### config.mk
export PLATFORM = sky130hd
export DESIGN_NAME = controller
export DESIGN_NICKNAME = d
export VERILOG_FILES = /design/src/design/controller_pkg.sv /design/src/design/sync_fifo.sv /design/src/design/controller_active.sv /design/src/design/controller_standby.sv /design/src/design/controller.sv
export VERILOG_INCLUDE_DIRS = /design/src /design/src/design
export SDC_FILE = /design/constraint.sdc
export NUM_CORES = 1
export LEC_CHECK = 0
export BUFFER_PORTS_ARGS = -buffer_cell sky130_fd_sc_hd__buf_2
export CORE_MARGIN = 3
export CORE_UTILIZATION = 50
export DETAILED_ROUTE_END_ITERATION = 7
export PLACE_DENSITY = 0.68
export SLEW_MARGIN = 20
export SYNTH_ARGS = -nofsm -noshare
export SYNTH_HDL_FRONTEND = slang
export SYNTH_SLANG_ARGS = --single-unit
export TNS_END_PERCENT = 20
### constraint.sdc
create_clock -name clk_i -period 4.52 [get_ports clk_i]
set_input_delay 0.452 -clock clk_i [delete_from_list [all_inputs] [get_ports clk_i]]
set_output_delay 0.452 -clock clk_i [all_outputs]
set_load 0.005 [all_outputs]
### src/design/controller_config.svh
// Build-time sizing for the two-wire controller subsystem
// Queue depths and SCL pacing, shared by the RTL and the testbench

`ifndef CONTROLLER_CONFIG_SVH
`define CONTROLLER_CONFIG_SVH

// Queue depths in entries
`define CTRL_CMD_DEPTH 4
`define CTRL_RESP_DEPTH 4
`define CTRL_RX_DEPTH 4

// Clock cycles per SCL level
`define CTRL_SCL_HALF 4

`endif

### src/design/controller_pkg.sv
// Payload and select types for the two-wire controller subsystem
// Referenced by scoped name from the queues, engines and top level

package controller_pkg;

    // One write command: target address plus one data byte
    typedef struct packed {
        logic [6:0] addr;
        logic [7:0] data;
    } cmd_t;

    typedef enum logic [1:0] {
        RESP_OK        = 2'd0,
        RESP_ADDR_NACK = 2'd1,
        RESP_DATA_NACK = 2'd2
    } resp_status_e;

    // Outcome of one command, address echoed back
    typedef struct packed {
        resp_status_e status;
        logic [6:0]   addr;
    } resp_t;

    typedef logic [7:0] byte_t;

    // Pin ownership select, the I3C codes release the pins
    typedef enum logic [1:0] {
        PHY_SEL_ACTIVE      = 2'd0,
        PHY_SEL_I3C_ACTIVE  = 2'd1,
        PHY_SEL_STANDBY     = 2'd2,
        PHY_SEL_I3C_STANDBY = 2'd3
    } phy_sel_e;

endpackage

### src/design/sync_fifo.sv
// First-word-fall-through queue with a type parameter for the payload
// rdata_o shows the oldest entry whenever valid_o is high

`timescale 1ns/1ps

module sync_fifo #(
    parameter type T = logic [7:0],
    parameter int unsigned DEPTH = 4
) (
    input  logic clk_i,
    input  logic reset_i,
    input  logic push_i,
    input  T     wdata_i,
    output logic full_o,
    input  logic pop_i,
    output logic valid_o,
    output T     rdata_o
);

    localparam int unsigned AW = (DEPTH > 1) ? $clog2(DEPTH) : 1;
    localparam int unsigned CW = $clog2(DEPTH + 1);

    T              mem_q [DEPTH];
    logic [AW-1:0] wr_ptr_q;
    logic [AW-1:0] rd_ptr_q;
    logic [CW-1:0] count_q;

    // Wrap at DEPTH so non power of two depths work
    function automatic logic [AW-1:0] ptr_next(input logic [AW-1:0] ptr);
        return (ptr == AW'(DEPTH - 1)) ? '0 : ptr + AW'(1);
    endfunction

    always_ff @(posedge clk_i) begin
        if (reset_i) begin
            wr_ptr_q <= '0;
            rd_ptr_q <= '0;
            count_q  <= '0;
        end else begin
            if (push_i) begin
                wr_ptr_q <= ptr_next(wr_ptr_q);
            end
            if (pop_i) begin
                rd_ptr_q <= ptr_next(rd_ptr_q);
            end
            case ({push_i, pop_i})
                2'b10:   count_q <= count_q + CW'(1);
                2'b01:   count_q <= count_q - CW'(1);
                default: count_q <= count_q;
            endcase
        end
    end

    always_ff @(posedge clk_i) begin
        if (push_i) begin
            mem_q[wr_ptr_q] <= wdata_i;
        end
    end

    assign full_o  = (count_q == CW'(DEPTH));
    assign valid_o = (count_q != '0);
    assign rdata_o = mem_q[rd_ptr_q];

endmodule

### src/design/controller_active.sv
// Bus master engine: pops one write command at a time and runs
// start, address+W, ack, data, ack, stop on the open-drain pins.
// One response is pushed per command with the transfer outcome.

`timescale 1ns/1ps
`include "controller_config.svh"

module controller_active (
    input  logic                  clk_i,
    input  logic                  reset_i,
    input  logic                  en_i,
    input  logic                  cmd_valid_i,
    input  controller_pkg::cmd_t  cmd_data_i,
    output logic                  cmd_pop_o,
    input  logic                  resp_full_i,
    output logic                  resp_push_o,
    output controller_pkg::resp_t resp_data_o,
    input  logic                  scl_i,
    input  logic                  sda_i,
    output logic                  scl_o,
    output logic                  sda_o,
    output logic                  idle_o
);

    localparam int unsigned HALF = `CTRL_SCL_HALF;
    localparam int unsigned CW   = (HALF > 1) ? $clog2(HALF) : 1;

    typedef enum logic [2:0] {
        ST_IDLE,
        ST_START,
        ST_BIT,
        ST_ACK,
        ST_STOP,
        ST_RESP
    } state_e;

    state_e                       state_q;
    logic [CW-1:0]                cnt_q;
    logic [2:0]                   bit_cnt_q;
    logic [7:0]                   shift_q;
    logic [6:0]                   addr_q;
    logic [7:0]                   data_q;
    logic                         data_phase_q;
    logic                         ack_q;
    logic                         scl_q;
    logic                         sda_q;
    controller_pkg::resp_status_e status_q;
    logic                         go;
    logic                         tick;
    logic                         mid;
    logic                         start_seen;

    assign go   = (state_q == ST_IDLE) && en_i && cmd_valid_i && !resp_full_i;
    assign tick = (cnt_q == '0);
    assign mid  = (cnt_q == CW'(HALF / 2));

    // Pins must show our start before the count runs
    assign start_seen = scl_i && !sda_i;

    always_ff @(posedge clk_i) begin
        if (reset_i) begin
            cnt_q <= CW'(HALF - 1);
        end else if (state_q == ST_IDLE || tick) begin
            cnt_q <= CW'(HALF - 1);
        end else if (state_q == ST_START && !start_seen) begin
            cnt_q <= CW'(HALF - 1);
        end else begin
            cnt_q <= cnt_q - CW'(1);
        end
    end

    // scl_q doubles as the phase flag while a frame is running
    always_ff @(posedge clk_i) begin
        if (reset_i) begin
            state_q      <= ST_IDLE;
            scl_q        <= 1'b1;
            sda_q        <= 1'b1;
            bit_cnt_q    <= '0;
            data_phase_q <= 1'b0;
        end else begin
            case (state_q)
                ST_IDLE: begin
                    if (go) begin
                        sda_q   <= 1'b0;
                        state_q <= ST_START;
                    end
                end
                ST_START: begin
                    if (tick) begin
                        scl_q        <= 1'b0;
                        bit_cnt_q    <= '0;
                        data_phase_q <= 1'b0;
                        state_q      <= ST_BIT;
                    end
                end
                ST_BIT: begin
                    if (!scl_q && mid) begin
                        sda_q <= shift_q[7];
                    end
                    if (tick) begin
                        scl_q <= !scl_q;
                        if (scl_q) begin
                            bit_cnt_q <= bit_cnt_q + 3'd1;
                            if (bit_cnt_q == 3'd7) begin
                                state_q <= ST_ACK;
                            end
                        end
                    end
                end
                ST_ACK: begin
                    if (!scl_q && mid) begin
                        sda_q <= 1'b1;
                    end
                    if (tick) begin
                        scl_q <= !scl_q;
                        if (scl_q) begin
                            // Address NACK skips the data byte
                            if (ack_q && !data_phase_q) begin
                                data_phase_q <= 1'b1;
                                bit_cnt_q    <= '0;
                                state_q      <= ST_BIT;
                            end else begin
                                state_q <= ST_STOP;
                            end
                        end
                    end
                end
                ST_STOP: begin
                    // SDA low during SCL low, then rises while SCL is high
                    if (mid) begin
                        sda_q <= scl_q;
                    end
                    if (tick) begin
                        if (scl_q) begin
                            state_q <= ST_RESP;
                        end else begin
                            scl_q <= 1'b1;
                        end
                    end
                end
                ST_RESP: begin
                    state_q <= ST_IDLE;
                end
                default: begin
                    state_q <= ST_IDLE;
                end
            endcase
        end
    end

    always_ff @(posedge clk_i) begin
        if (go) begin
            addr_q  <= cmd_data_i.addr;
            data_q  <= cmd_data_i.data;
            shift_q <= {cmd_data_i.addr, 1'b0};
        end else if (state_q == ST_BIT && scl_q && tick) begin
            shift_q <= {shift_q[6:0], 1'b0};
        end else if (state_q == ST_ACK && scl_q && tick) begin
            shift_q <= data_q;
        end
        // Ack sampled in the middle of SCL high
        if (state_q == ST_ACK && scl_q && mid) begin
            ack_q <= !sda_i;
        end
        if (state_q == ST_ACK && scl_q && tick) begin
            if (ack_q) begin
                status_q <= controller_pkg::RESP_OK;
            end else if (data_phase_q) begin
                status_q <= controller_pkg::RESP_DATA_NACK;
            end else begin
                status_q <= controller_pkg::RESP_ADDR_NACK;
            end
        end
    end

    assign cmd_pop_o   = go;
    assign resp_push_o = (state_q == ST_RESP);
    assign resp_data_o = {status_q, addr_q};
    assign scl_o       = scl_q;
    assign sda_o       = sda_q;
    assign idle_o      = (state_q == ST_IDLE);

endmodule

### src/design/controller_standby.sv
// Bus target engine: follows start/stop on the pins, acks its own
// write address and stores each received data byte in the rx queue.
// A byte that arrives while the queue is full is NACKed and dropped.

`timescale 1ns/1ps

module controller_standby (
    input  logic                  clk_i,
    input  logic                  reset_i,
    input  logic                  en_i,
    input  logic [6:0]            own_addr_i,
    input  logic                  rx_full_i,
    output logic                  rx_push_o,
    output controller_pkg::byte_t rx_data_o,
    input  logic                  scl_i,
    input  logic                  sda_i,
    output logic                  scl_o,
    output logic                  sda_o
);

    typedef enum logic [2:0] {
        ST_IDLE,
        ST_ADDR,
        ST_ADDR_ACK,
        ST_DATA,
        ST_DATA_ACK
    } state_e;

    state_e     state_q;
    logic [1:0] scl_sync_q;
    logic [1:0] sda_sync_q;
    logic       scl_prev_q;
    logic       sda_prev_q;
    logic       scl_s;
    logic       sda_s;
    logic       start_det;
    logic       stop_det;
    logic       scl_rise;
    logic       scl_fall;
    logic [3:0] bit_cnt_q;
    logic [7:0] shift_q;
    logic       ack_q;
    logic       sda_q;
    logic       addr_match;

    always_ff @(posedge clk_i) begin
        if (reset_i) begin
            scl_sync_q <= 2'b11;
            sda_sync_q <= 2'b11;
            scl_prev_q <= 1'b1;
            sda_prev_q <= 1'b1;
        end else begin
            scl_sync_q <= {scl_sync_q[0], scl_i};
            sda_sync_q <= {sda_sync_q[0], sda_i};
            scl_prev_q <= scl_sync_q[1];
            sda_prev_q <= sda_sync_q[1];
        end
    end

    assign scl_s     = scl_sync_q[1];
    assign sda_s     = sda_sync_q[1];
    assign scl_rise  = scl_s && !scl_prev_q;
    assign scl_fall  = !scl_s && scl_prev_q;
    assign start_det = scl_s && scl_prev_q && sda_prev_q && !sda_s;
    assign stop_det  = scl_s && scl_prev_q && !sda_prev_q && sda_s;

    // Write to our address only
    assign addr_match = en_i && (shift_q[7:1] == own_addr_i) && !shift_q[0];

    always_ff @(posedge clk_i) begin
        if (reset_i) begin
            state_q   <= ST_IDLE;
            bit_cnt_q <= '0;
            ack_q     <= 1'b0;
            sda_q     <= 1'b1;
        end else if (start_det) begin
            state_q   <= ST_ADDR;
            bit_cnt_q <= '0;
            sda_q     <= 1'b1;
        end else if (stop_det) begin
            state_q <= ST_IDLE;
            sda_q   <= 1'b1;
        end else begin
            case (state_q)
                ST_ADDR, ST_DATA: begin
                    if (scl_rise) begin
                        bit_cnt_q <= bit_cnt_q + 4'd1;
                    end
                    // 8th fall, drive the ack bit
                    if (scl_fall && bit_cnt_q == 4'd8) begin
                        if (state_q == ST_DATA) begin
                            ack_q   <= !rx_full_i;
                            sda_q   <= rx_full_i;
                            state_q <= ST_DATA_ACK;
                        end else if (addr_match) begin
                            sda_q   <= 1'b0;
                            state_q <= ST_ADDR_ACK;
                        end else begin
                            state_q <= ST_IDLE;
                        end
                    end
                end
                ST_ADDR_ACK: begin
                    if (scl_fall) begin
                        sda_q     <= 1'b1;
                        bit_cnt_q <= '0;
                        state_q   <= ST_DATA;
                    end
                end
                ST_DATA_ACK: begin
                    if (scl_fall) begin
                        sda_q     <= 1'b1;
                        bit_cnt_q <= '0;
                        state_q   <= ack_q ? ST_DATA : ST_IDLE;
                    end
                end
                default: begin
                    state_q <= ST_IDLE;
                end
            endcase
        end
    end

    always_ff @(posedge clk_i) begin
        if (scl_rise && (state_q == ST_ADDR || state_q == ST_DATA)) begin
            shift_q <= {shift_q[6:0], sda_s};
        end
    end

    assign rx_push_o = (state_q == ST_DATA_ACK) && scl_rise && ack_q;
    assign rx_data_o = shift_q;
    assign scl_o     = 1'b1;
    assign sda_o     = sda_q;

endmodule

### src/design/controller.sv
// Two-wire controller subsystem top: command, response and rx queues,
// the active and standby engines, and the PHY pin multiplexer.
// phy_mux_select_i picks which engine owns the shared SCL/SDA pins.

`timescale 1ns/1ps
`include "controller_config.svh"

module controller (
    input  logic                  clk_i,
    input  logic                  reset_i,

    // Open-drain pins, 1 releases the line
    input  logic                  scl_i,
    input  logic                  sda_i,
    output logic                  scl_o,
    output logic                  sda_o,

    // Configuration
    input  logic [1:0]            phy_mux_select_i,
    input  logic                  active_en_i,
    input  logic                  standby_en_i,
    input  logic [6:0]            target_addr_i,

    // Command queue
    input  logic                  cmd_push_i,
    input  controller_pkg::cmd_t  cmd_data_i,
    output logic                  cmd_full_o,

    // Response queue
    input  logic                  resp_pop_i,
    output logic                  resp_valid_o,
    output controller_pkg::resp_t resp_data_o,

    // Receive queue
    input  logic                  rx_pop_i,
    output logic                  rx_valid_o,
    output controller_pkg::byte_t rx_data_o,

    output logic                  fsm_idle_o
);

    controller_pkg::cmd_t  cmd_rdata;
    controller_pkg::resp_t resp_wdata;
    controller_pkg::byte_t rx_wdata;
    logic                  cmd_valid;
    logic                  cmd_pop;
    logic                  resp_full;
    logic                  resp_push;
    logic                  rx_full;
    logic                  rx_push;
    logic                  act_scl_in;
    logic                  act_sda_in;
    logic                  act_scl_out;
    logic                  act_sda_out;
    logic                  sby_scl_in;
    logic                  sby_sda_in;
    logic                  sby_scl_out;
    logic                  sby_sda_out;

    // Unselected engine sees an idle bus
    always_comb begin : phy_mux
        scl_o      = 1'b1;
        sda_o      = 1'b1;
        act_scl_in = 1'b1;
        act_sda_in = 1'b1;
        sby_scl_in = 1'b1;
        sby_sda_in = 1'b1;
        case (controller_pkg::phy_sel_e'(phy_mux_select_i))
            controller_pkg::PHY_SEL_ACTIVE: begin
                scl_o      = act_scl_out;
                sda_o      = act_sda_out;
                act_scl_in = scl_i;
                act_sda_in = sda_i;
            end
            controller_pkg::PHY_SEL_STANDBY: begin
                scl_o      = sby_scl_out;
                sda_o      = sby_sda_out;
                sby_scl_in = scl_i;
                sby_sda_in = sda_i;
            end
            // I3C codes keep both pins released
            default: begin
                scl_o = 1'b1;
                sda_o = 1'b1;
            end
        endcase
    end

    sync_fifo #(
        .T    (controller_pkg::cmd_t),
        .DEPTH(`CTRL_CMD_DEPTH)
    ) xcmd_fifo (
        .clk_i  (clk_i),
        .reset_i(reset_i),
        .push_i (cmd_push_i),
        .wdata_i(cmd_data_i),
        .full_o (cmd_full_o),
        .pop_i  (cmd_pop),
        .valid_o(cmd_valid),
        .rdata_o(cmd_rdata)
    );

    sync_fifo #(
        .T    (controller_pkg::resp_t),
        .DEPTH(`CTRL_RESP_DEPTH)
    ) xresp_fifo (
        .clk_i  (clk_i),
        .reset_i(reset_i),
        .push_i (resp_push),
        .wdata_i(resp_wdata),
        .full_o (resp_full),
        .pop_i  (resp_pop_i),
        .valid_o(resp_valid_o),
        .rdata_o(resp_data_o)
    );

    sync_fifo #(
        .T    (controller_pkg::byte_t),
        .DEPTH(`CTRL_RX_DEPTH)
    ) xrx_fifo (
        .clk_i  (clk_i),
        .reset_i(reset_i),
        .push_i (rx_push),
        .wdata_i(rx_wdata),
        .full_o (rx_full),
        .pop_i  (rx_pop_i),
        .valid_o(rx_valid_o),
        .rdata_o(rx_data_o)
    );

    controller_active xcontroller_active (
        .clk_i      (clk_i),
        .reset_i    (reset_i),
        .en_i       (active_en_i),
        .cmd_valid_i(cmd_valid),
        .cmd_data_i (cmd_rdata),
        .cmd_pop_o  (cmd_pop),
        .resp_full_i(resp_full),
        .resp_push_o(resp_push),
        .resp_data_o(resp_wdata),
        .scl_i      (act_scl_in),
        .sda_i      (act_sda_in),
        .scl_o      (act_scl_out),
        .sda_o      (act_sda_out),
        .idle_o     (fsm_idle_o)
    );

    controller_standby xcontroller_standby (
        .clk_i     (clk_i),
        .reset_i   (reset_i),
        .en_i      (standby_en_i),
        .own_addr_i(target_addr_i),
        .rx_full_i (rx_full),
        .rx_push_o (rx_push),
        .rx_data_o (rx_wdata),
        .scl_i     (sby_scl_in),
        .sda_i     (sby_sda_in),
        .scl_o     (sby_scl_out),
        .sda_o     (sby_sda_out)
    );

endmodule

==> flow_summary.json, run 1 <==
{
  "p_total_mw": 4.81,
  "setup_viol_count_final": 0,
  "cts_resized": 0,
  "arrival_ps": 3090,
  "worst-setup-path-type": "reg -> reg",
  "n_fill_cell": 1286,
  "antenna_found_initial": 0,
  "syn_inst": 548,
  "maxSlewHeadroom": 0.373,
  "synth_cell_type_count": 58,
  "cts.sinks": 215,
  "firstDrtPassIters": 6,
  "port_buffers": 55,
  "finalCritPeriodShare": 0.591,
  "final_util": 0.589,
  "clk_latency_ps": 490,
  "wl_per_cell_um": 17.7,
  "cts_tree": "built",
  "routabilityCongestion": 0.774,
  "ant_nets": 0,
  "nets": 668,
  "drt-initial-drc-count": 325,
  "core_um2": 16800,
  "fmax_mhz": 374,
  "cap_violations": 0,
  "syn_area_um2": 8670,
  "post-synth-top-area-cell": "edfxtp_1",
  "die_h_um": 138,
  "place_ws_ps": 1730,
  "htreeDepth": 1,
  "cts_root_buf": "clkbuf_16",
  "setup_slack_ps": 1850,
  "post_cts_buffers": 0,
  "fin_setup_tns_ps": 0,
  "pwr_density_cell_nw_per_um2": 488,
  "drc_errors": 0,
  "postCtsHoldBufs": 0,
  "grt_pass1_vias": 4920,
  "clock_path_buffers": 3,
  "synth_area_leaders": "edfxtp_1 (56%), dfxtp_1 (12%), mux4_2 (6.2%), ha_1 (3.5%), mux4_1 (2.4%)",
  "required_ps": 4930,
  "max_slew.worst_pin.slew_ps": 939,
  "grt_util_all_layers": 0.165,
  "yosys_warnings": 0,
  "rsz0062_at_grt": "false",
  "rows": 47,
  "layout.cells.non_filler": 844,
  "final_common_cell": "edfxtp_1",
  "synth-async-reset-ratio": 0,
  "critPathMaxFanout": 19,
  "synth-edff-count": 161,
  "leakagePower_nw": 3.49,
  "hold_violations": 0,
  "final_layout_size_suffix_gt1_frac": 0.208,
  "final-max-slew-violation-count": 0,
  "cts_buffers": 22,
  "clkSlewWorstSetupHoldPaths_ps": 60,
  "syn_avg_cell_area_um2": 15.8,
  "area_growth_pct": 13.9,
  "ys_seq_area_frac": 0.682,
  "synth_top_area_frac": 0.558,
  "io_pins": 56,
  "start_kind": "register",
  "via_per_inst": 5.44,
  "final_cell_mix": "edfxtp_1 (161), buf_2 (55), dfxtp_1 (54)",
  "num_vias": 4589,
  "dieArea_um2": 19000,
  "holdCritPathClass": "in -> reg",
  "dp_cells": 804,
  "grt-ovfl-total": 0,
  "finalCriticalPeriod_ps": 2670,
  "grt_max_degree": 39,
  "synthesis.nets": 608,
  "vdd.ir_drop.worst_v": 0.000347,
  "grt_pass1_wl_mm": 24.6,
  "start_util": 0.517,
  "skew_ps": 8.67,
  "synth-seq-cells": 215,
  "wirelength_mm": 15.0,
  "synth_flop_cell": "edfxtp_1",
  "cp-end-kind": "register",
  "dpl.hpwl_mm": 10.0,
  "status": "completed",
  "die_w_um": 138,
  "antenna_cells": 0
}
-- path summary, 6_finish.rpt --
path              slack, ps                                      to  cells past startpoint                                        from
hold / removal          170         xcmd_fifo.mem_q[3][2]$_DFFE_PP_                      1                               cmd_data_i[2]
setup reg to reg       1850      xresp_fifo.count_q[2]$_SDFFE_PP0P_                      8  xcontroller_active.state_q[0]$_SDFFE_PP0P_
setup / recovery       1850      xresp_fifo.count_q[2]$_SDFFE_PP0P_                      8  xcontroller_active.state_q[0]$_SDFFE_PP0P_
hold reg to reg         390  xcontroller_active.cnt_q[0]$_SDFF_PP1_                      1      xcontroller_active.cnt_q[0]$_SDFF_PP1_
-- critical path, stage by stage, from the launching register on --
cell,delay (ps)
dfxtp_1,730
nor2b_1,560
nand2_1,220
ha_1,280
inv_1,70
fa_1,180
xor2_1,80
or3_1,320
a21oi_1,160
-- cell type report --
class                   count  area [um2]  share of cell area
clock buffers              27         601              0.0608
clock inverters            13         146              0.0148
inverters                  32         120              0.0122
multi-input cells         281        2530               0.256
flip-flops and latches    215        5920               0.599
well taps                 220         275              0.0279
repair buffers             56         283              0.0286
-- state kept, by name, indices dropped and copies added (netlist names), 3 cells and up, named ones only --
register,count
xresp_fifo.count_q,3
xrx_fifo.count_q,3
xcontroller_active.state_q,3
xcontroller_standby.bit_cnt_q,4
xresp_fifo.mem_q,36
xcontroller_active.data_q,8
xcontroller_active.shift_q,8
xcontroller_active.bit_cnt_q,3
xrx_fifo.mem_q,32
xcmd_fifo.mem_q,60
xcontroller_standby.rx_data_o,8
xcontroller_standby.state_q,3
xcontroller_active.addr_q,7
xcmd_fifo.count_q,3
-- synthesized netlist by cell type, types with 8 or more instances --
master	number
a21oi_1	23
and2_1	8
buf_2	8
dfxtp_1	54
edfxtp_1	161
ha_1	24
inv_1	32
mux2i_1	13
mux4_1	8
mux4_2	24
nand2_1	20
nor2_1	36
nor3_1	10
o21ai_0	8
or3_1	9
xnor2_1	10
-- logic make-up (layout without fill, tap and decap cells) --
logic type,Yosys count,after routing,synth area share
AND/OR/NAND/NOR,128,128,0.0797
flip-flops,215,215,0.682
AO/OA/AOI/OAI,64,64,0.0509
multiplexers,45,45,0.102
adder cells (fa/ha/maj),27,27,0.0416
XOR/XNOR,17,17,0.0172
buffers and inverters,52,128,0.0268
-- metrics by stage --
step                hold WS (ps)  cell area (um2)
floorplan                    358             8670
global placement             364             9130
detailed placement           383             9130
CTS                          153             9870
global route                 161             9870
finish                       171             9870
-- routing by layer --
layer  vias up  GRT usage  share of wire
li1       2202          -              -
met1      2275      0.210           0.43
met2        92      0.293           0.51
met3        20     0.0307          0.045
met4         0     0.0366          0.011
met5         -          0              0
-- report_power, final --
part           switching [mW]  internal (mW)
sequential              0.135           2.30
combinational           0.282          0.259
clock                   0.722           1.12
(Power assumes the default switching activity.)
==> inputs of run 2 (changes only) <==
Settings changed: PLACE_DENSITY 0.68 to 0.7.
Clock period 4.52 ns to 2.3 ns, I/O delays scaled along.
==> run 2 against run 1 <==
  * Sequential share of layout area down 1.9 points
  * Critical path type unchanged
  * Via count up 4.2%
  * Largest power group unchanged
  * First-iteration DRC count up 14%
  * Routed wire length up 1.6%
  * Utilization up 2.0 points
  * Critical endpoint is now xcmd_fifo.count_q[2]$_SDFFE_PP0P_
  * Maximum frequency up 21%
  * Non-clock buffer count up 37
  * Highest routed layer unchanged
  * Die area unchanged
  * Sequential cell count unchanged
  * Combinational power up 140%
==> flow_summary.json, run 2 (synthesis results as in run 1) <==
{
  "status": "completed",
  "p_seq_frac": 0.495,
  "setup_viol_count_final": 0,
  "grt_util_all_layers": 0.163,
  "critPathCapture": "xcmd_fifo.count_q[2]$_SDFFE_PP0P_",
  "dieArea_um2": 19000,
  "required_ps": 2710,
  "cts_buffers": 22,
  "arrival_ps": 2620,
  "dpl.hpwl_mm": 10.1,
  "seq_area_um2": 5920,
  "skew_ps": 12.1,
  "dp_cells": 819,
  "area_growth_pct": 17.7,
  "cp_slowest_stage_delay_ps": 360,
  "final_layout_size_suffix_gt1_frac": 0.231,
  "layout.cells.non_filler": 881,
  "regMostFlops": "xcmd_fifo.mem_q",
  "rows": 47,
  "final_cell_mix": "edfxtp_1 (161), buf_2 (55), dfxtp_1 (49)",
  "antenna_cells": 0,
  "worst_hold_slack_ps": 60.1,
  "max_slew.worst_pin.slew_ps": 713,
  "via_per_inst": 5.43,
  "clock_path_buffers": 3,
  "cts.sinks": 215,
  "die_w_um": 138,
  "multi_input_area_um2": 2560,
  "critPathMaxFanout": 4,
  "core_um2": 16800,
  "fin_setup_tns_ps": 0,
  "wl_per_cell_um": 17.2,
  "crit_slowest_cell": "dfxtp_2",
  "n_fill_cell": 1235,
  "grt-ovfl-total": 0,
  "final-max-slew-violation-count": 0,
  "grtUsageMet1": 0.206,
  "finalCritPeriodShare": 0.961,
  "share_comb_of_total_power": 0.138,
  "nets": 705,
  "rrSetupSlack_ps": 90,
  "antenna_found_initial": 0,
  "cts_root_buf": "clkbuf_16",
  "routabilityCongestion": 0.793,
  "top_usage_layer": "met2",
  "maxSlewHeadroom": 0.525,
  "ant_nets": 0,
  "p_total_mw": 9.49,
  "drc_errors": 0,
  "cp-end-kind": "register",
  "leakagePower_nw": 3.66,
  "top_regs": "xcmd_fifo.mem_q (60), xresp_fifo.mem_q (36), xrx_fifo.mem_q (32)",
  "met2_usage": 0.294,
  "cp-startpoint": "xcmd_fifo.count_q[2]$_SDFFE_PP0P_",
  "die_h_um": 138,
  "ff2ff_path_depth": 9,
  "power.internal_mw": 7.28,
  "finalCriticalPeriod_ps": 2210,
  "io_pins": 56,
  "largest_reg_flops": 60,
  "grt_pass1_wl_mm": 24.5,
  "place_ws_ps": 58.9,
  "final_common_cell": "edfxtp_1",
  "clkSlewWorstSetupHoldPaths_ps": 60,
  "min_from": "cmd_push_i",
  "r2r-end": "xcmd_fifo.count_q[2]$_SDFFE_PP0P_",
  "holdCritPathClass": "in -> reg",
  "path_cells": "o31ai_2 > a31o_4 > nor4_4 > ha_4 > inv_1 > fa_2 > xor2_1 > or3_1 > a21oi_1",
  "wirelength_mm": 15.2,
  "worst-setup-path-type": "reg -> reg",
  "port_buffers": 55,
  "setup_slack_ps": 89.1,
  "hold_violations": 0,
  "clk_latency_ps": 500,
  "clockPowerShare": 0.367,
  "reg2reg_from": "xcmd_fifo.count_q[2]$_SDFFE_PP0P_",
  "fmax_mhz": 452,
  "grt_pass1_vias": 4977,
  "cts_tree": "built",
  "num_vias": 4782,
  "cap_violations": 0,
  "htreeDepth": 1,
  "drt-initial-drc-count": 369,
  "vdd.ir_drop.worst_v": 0.000727,
  "swShare": 0.233,
  "pwr_density_cell_nw_per_um2": 930,
  "start_kind": "register",
  "p_sw_mw": 2.21,
  "grtUsageMet3": 0.0263,
  "grt_max_degree": 39,
  "start_util": 0.517,
  "firstDrtPassIters": 5
}
-- run 2: cell count changes in the layout (fill, tap and decap cells not counted), moves of 4 or more --
cell	before	now
clkinvlp_4	4	0
buf_4	1	19
dfxtp_1	54	49
dlygate4sd3_1	0	19
dfxtp_2	0	5
clkbuf_1	3	8
-- run 2: worst min path at each step --
stage	to	slack, ps	cells past startpoint
after detailed placement	xcontroller_active.cnt_q[0]$_SDFF_PP1_	370	1
after CTS	xcmd_fifo.wr_ptr_q[1]$_SDFFE_PP0P_	50	3
after floorplan	xcmd_fifo.mem_q[0][0]$_DFFE_PP_	330	0
after global placement	xcontroller_active.cnt_q[0]$_SDFF_PP1_	360	1
after global routing	xcmd_fifo.wr_ptr_q[1]$_SDFFE_PP0P_	100	3
final	xcmd_fifo.wr_ptr_q[1]$_SDFFE_PP0P_	60	3
-- run 2: layout make-up --
| class | count | share of cell area |
|---|---|---|
| Clock inverter | 7 | 0.00834 |
| Clock buffer | 33 | 0.0620 |
| Sequential cell | 215 | 0.580 |
| Timing Repair Buffer | 93 | 0.0596 |
| Inverter | 32 | 0.0118 |
| Multi-Input combinational cell | 281 | 0.251 |
| Tap cell | 220 | 0.0270 |
-- run 2: what timing repair did --
item	in CTS	in global routing
resized for setup	0	10
hold buffers	19	0
endpoints found under the setup margin	0	1
endpoints found under the hold margin	62	0
setup buffers	0	3
-- run 2: through the flow --
step | instance area [um2] | utilization
floorplan | 8700 | -
global placement | 9250 | 0.552
detailed placement | 9250 | 0.552
CTS | 10200 | 0.606
global route | 10200 | 0.609
finish | 10200 | 0.609
-- run 2: critical path: cells and delay by family, from the launching register on --
kind	cells	cell delay, ps
xor+xnor	1	150
fa+ha+maj	2	520
compound gates	3	430
simple gates	2	610
buf+inv	1	50
flops	1	360
-- run 2: routing by layer --
metal / up-vias / routed length [um]
met2: 98 / 7880
met3: 31 / 589
met4: 0 / 303
met1: 2362 / 6420
met5: - / 0
li1: 2291 / -
-- run 2: power groups by stage --
stage          clock network [mW]  registers (mW)  logic (mW)
2_1_floorplan                   0            4.68       0.968
3_3_place_gp                    0            4.75        1.18
3_5_place_dp                    0            4.77        1.22
4_1_cts                      3.56            4.69        1.26
5_1_grt                      3.70            4.73        1.46
6_report                     3.49            4.69        1.31
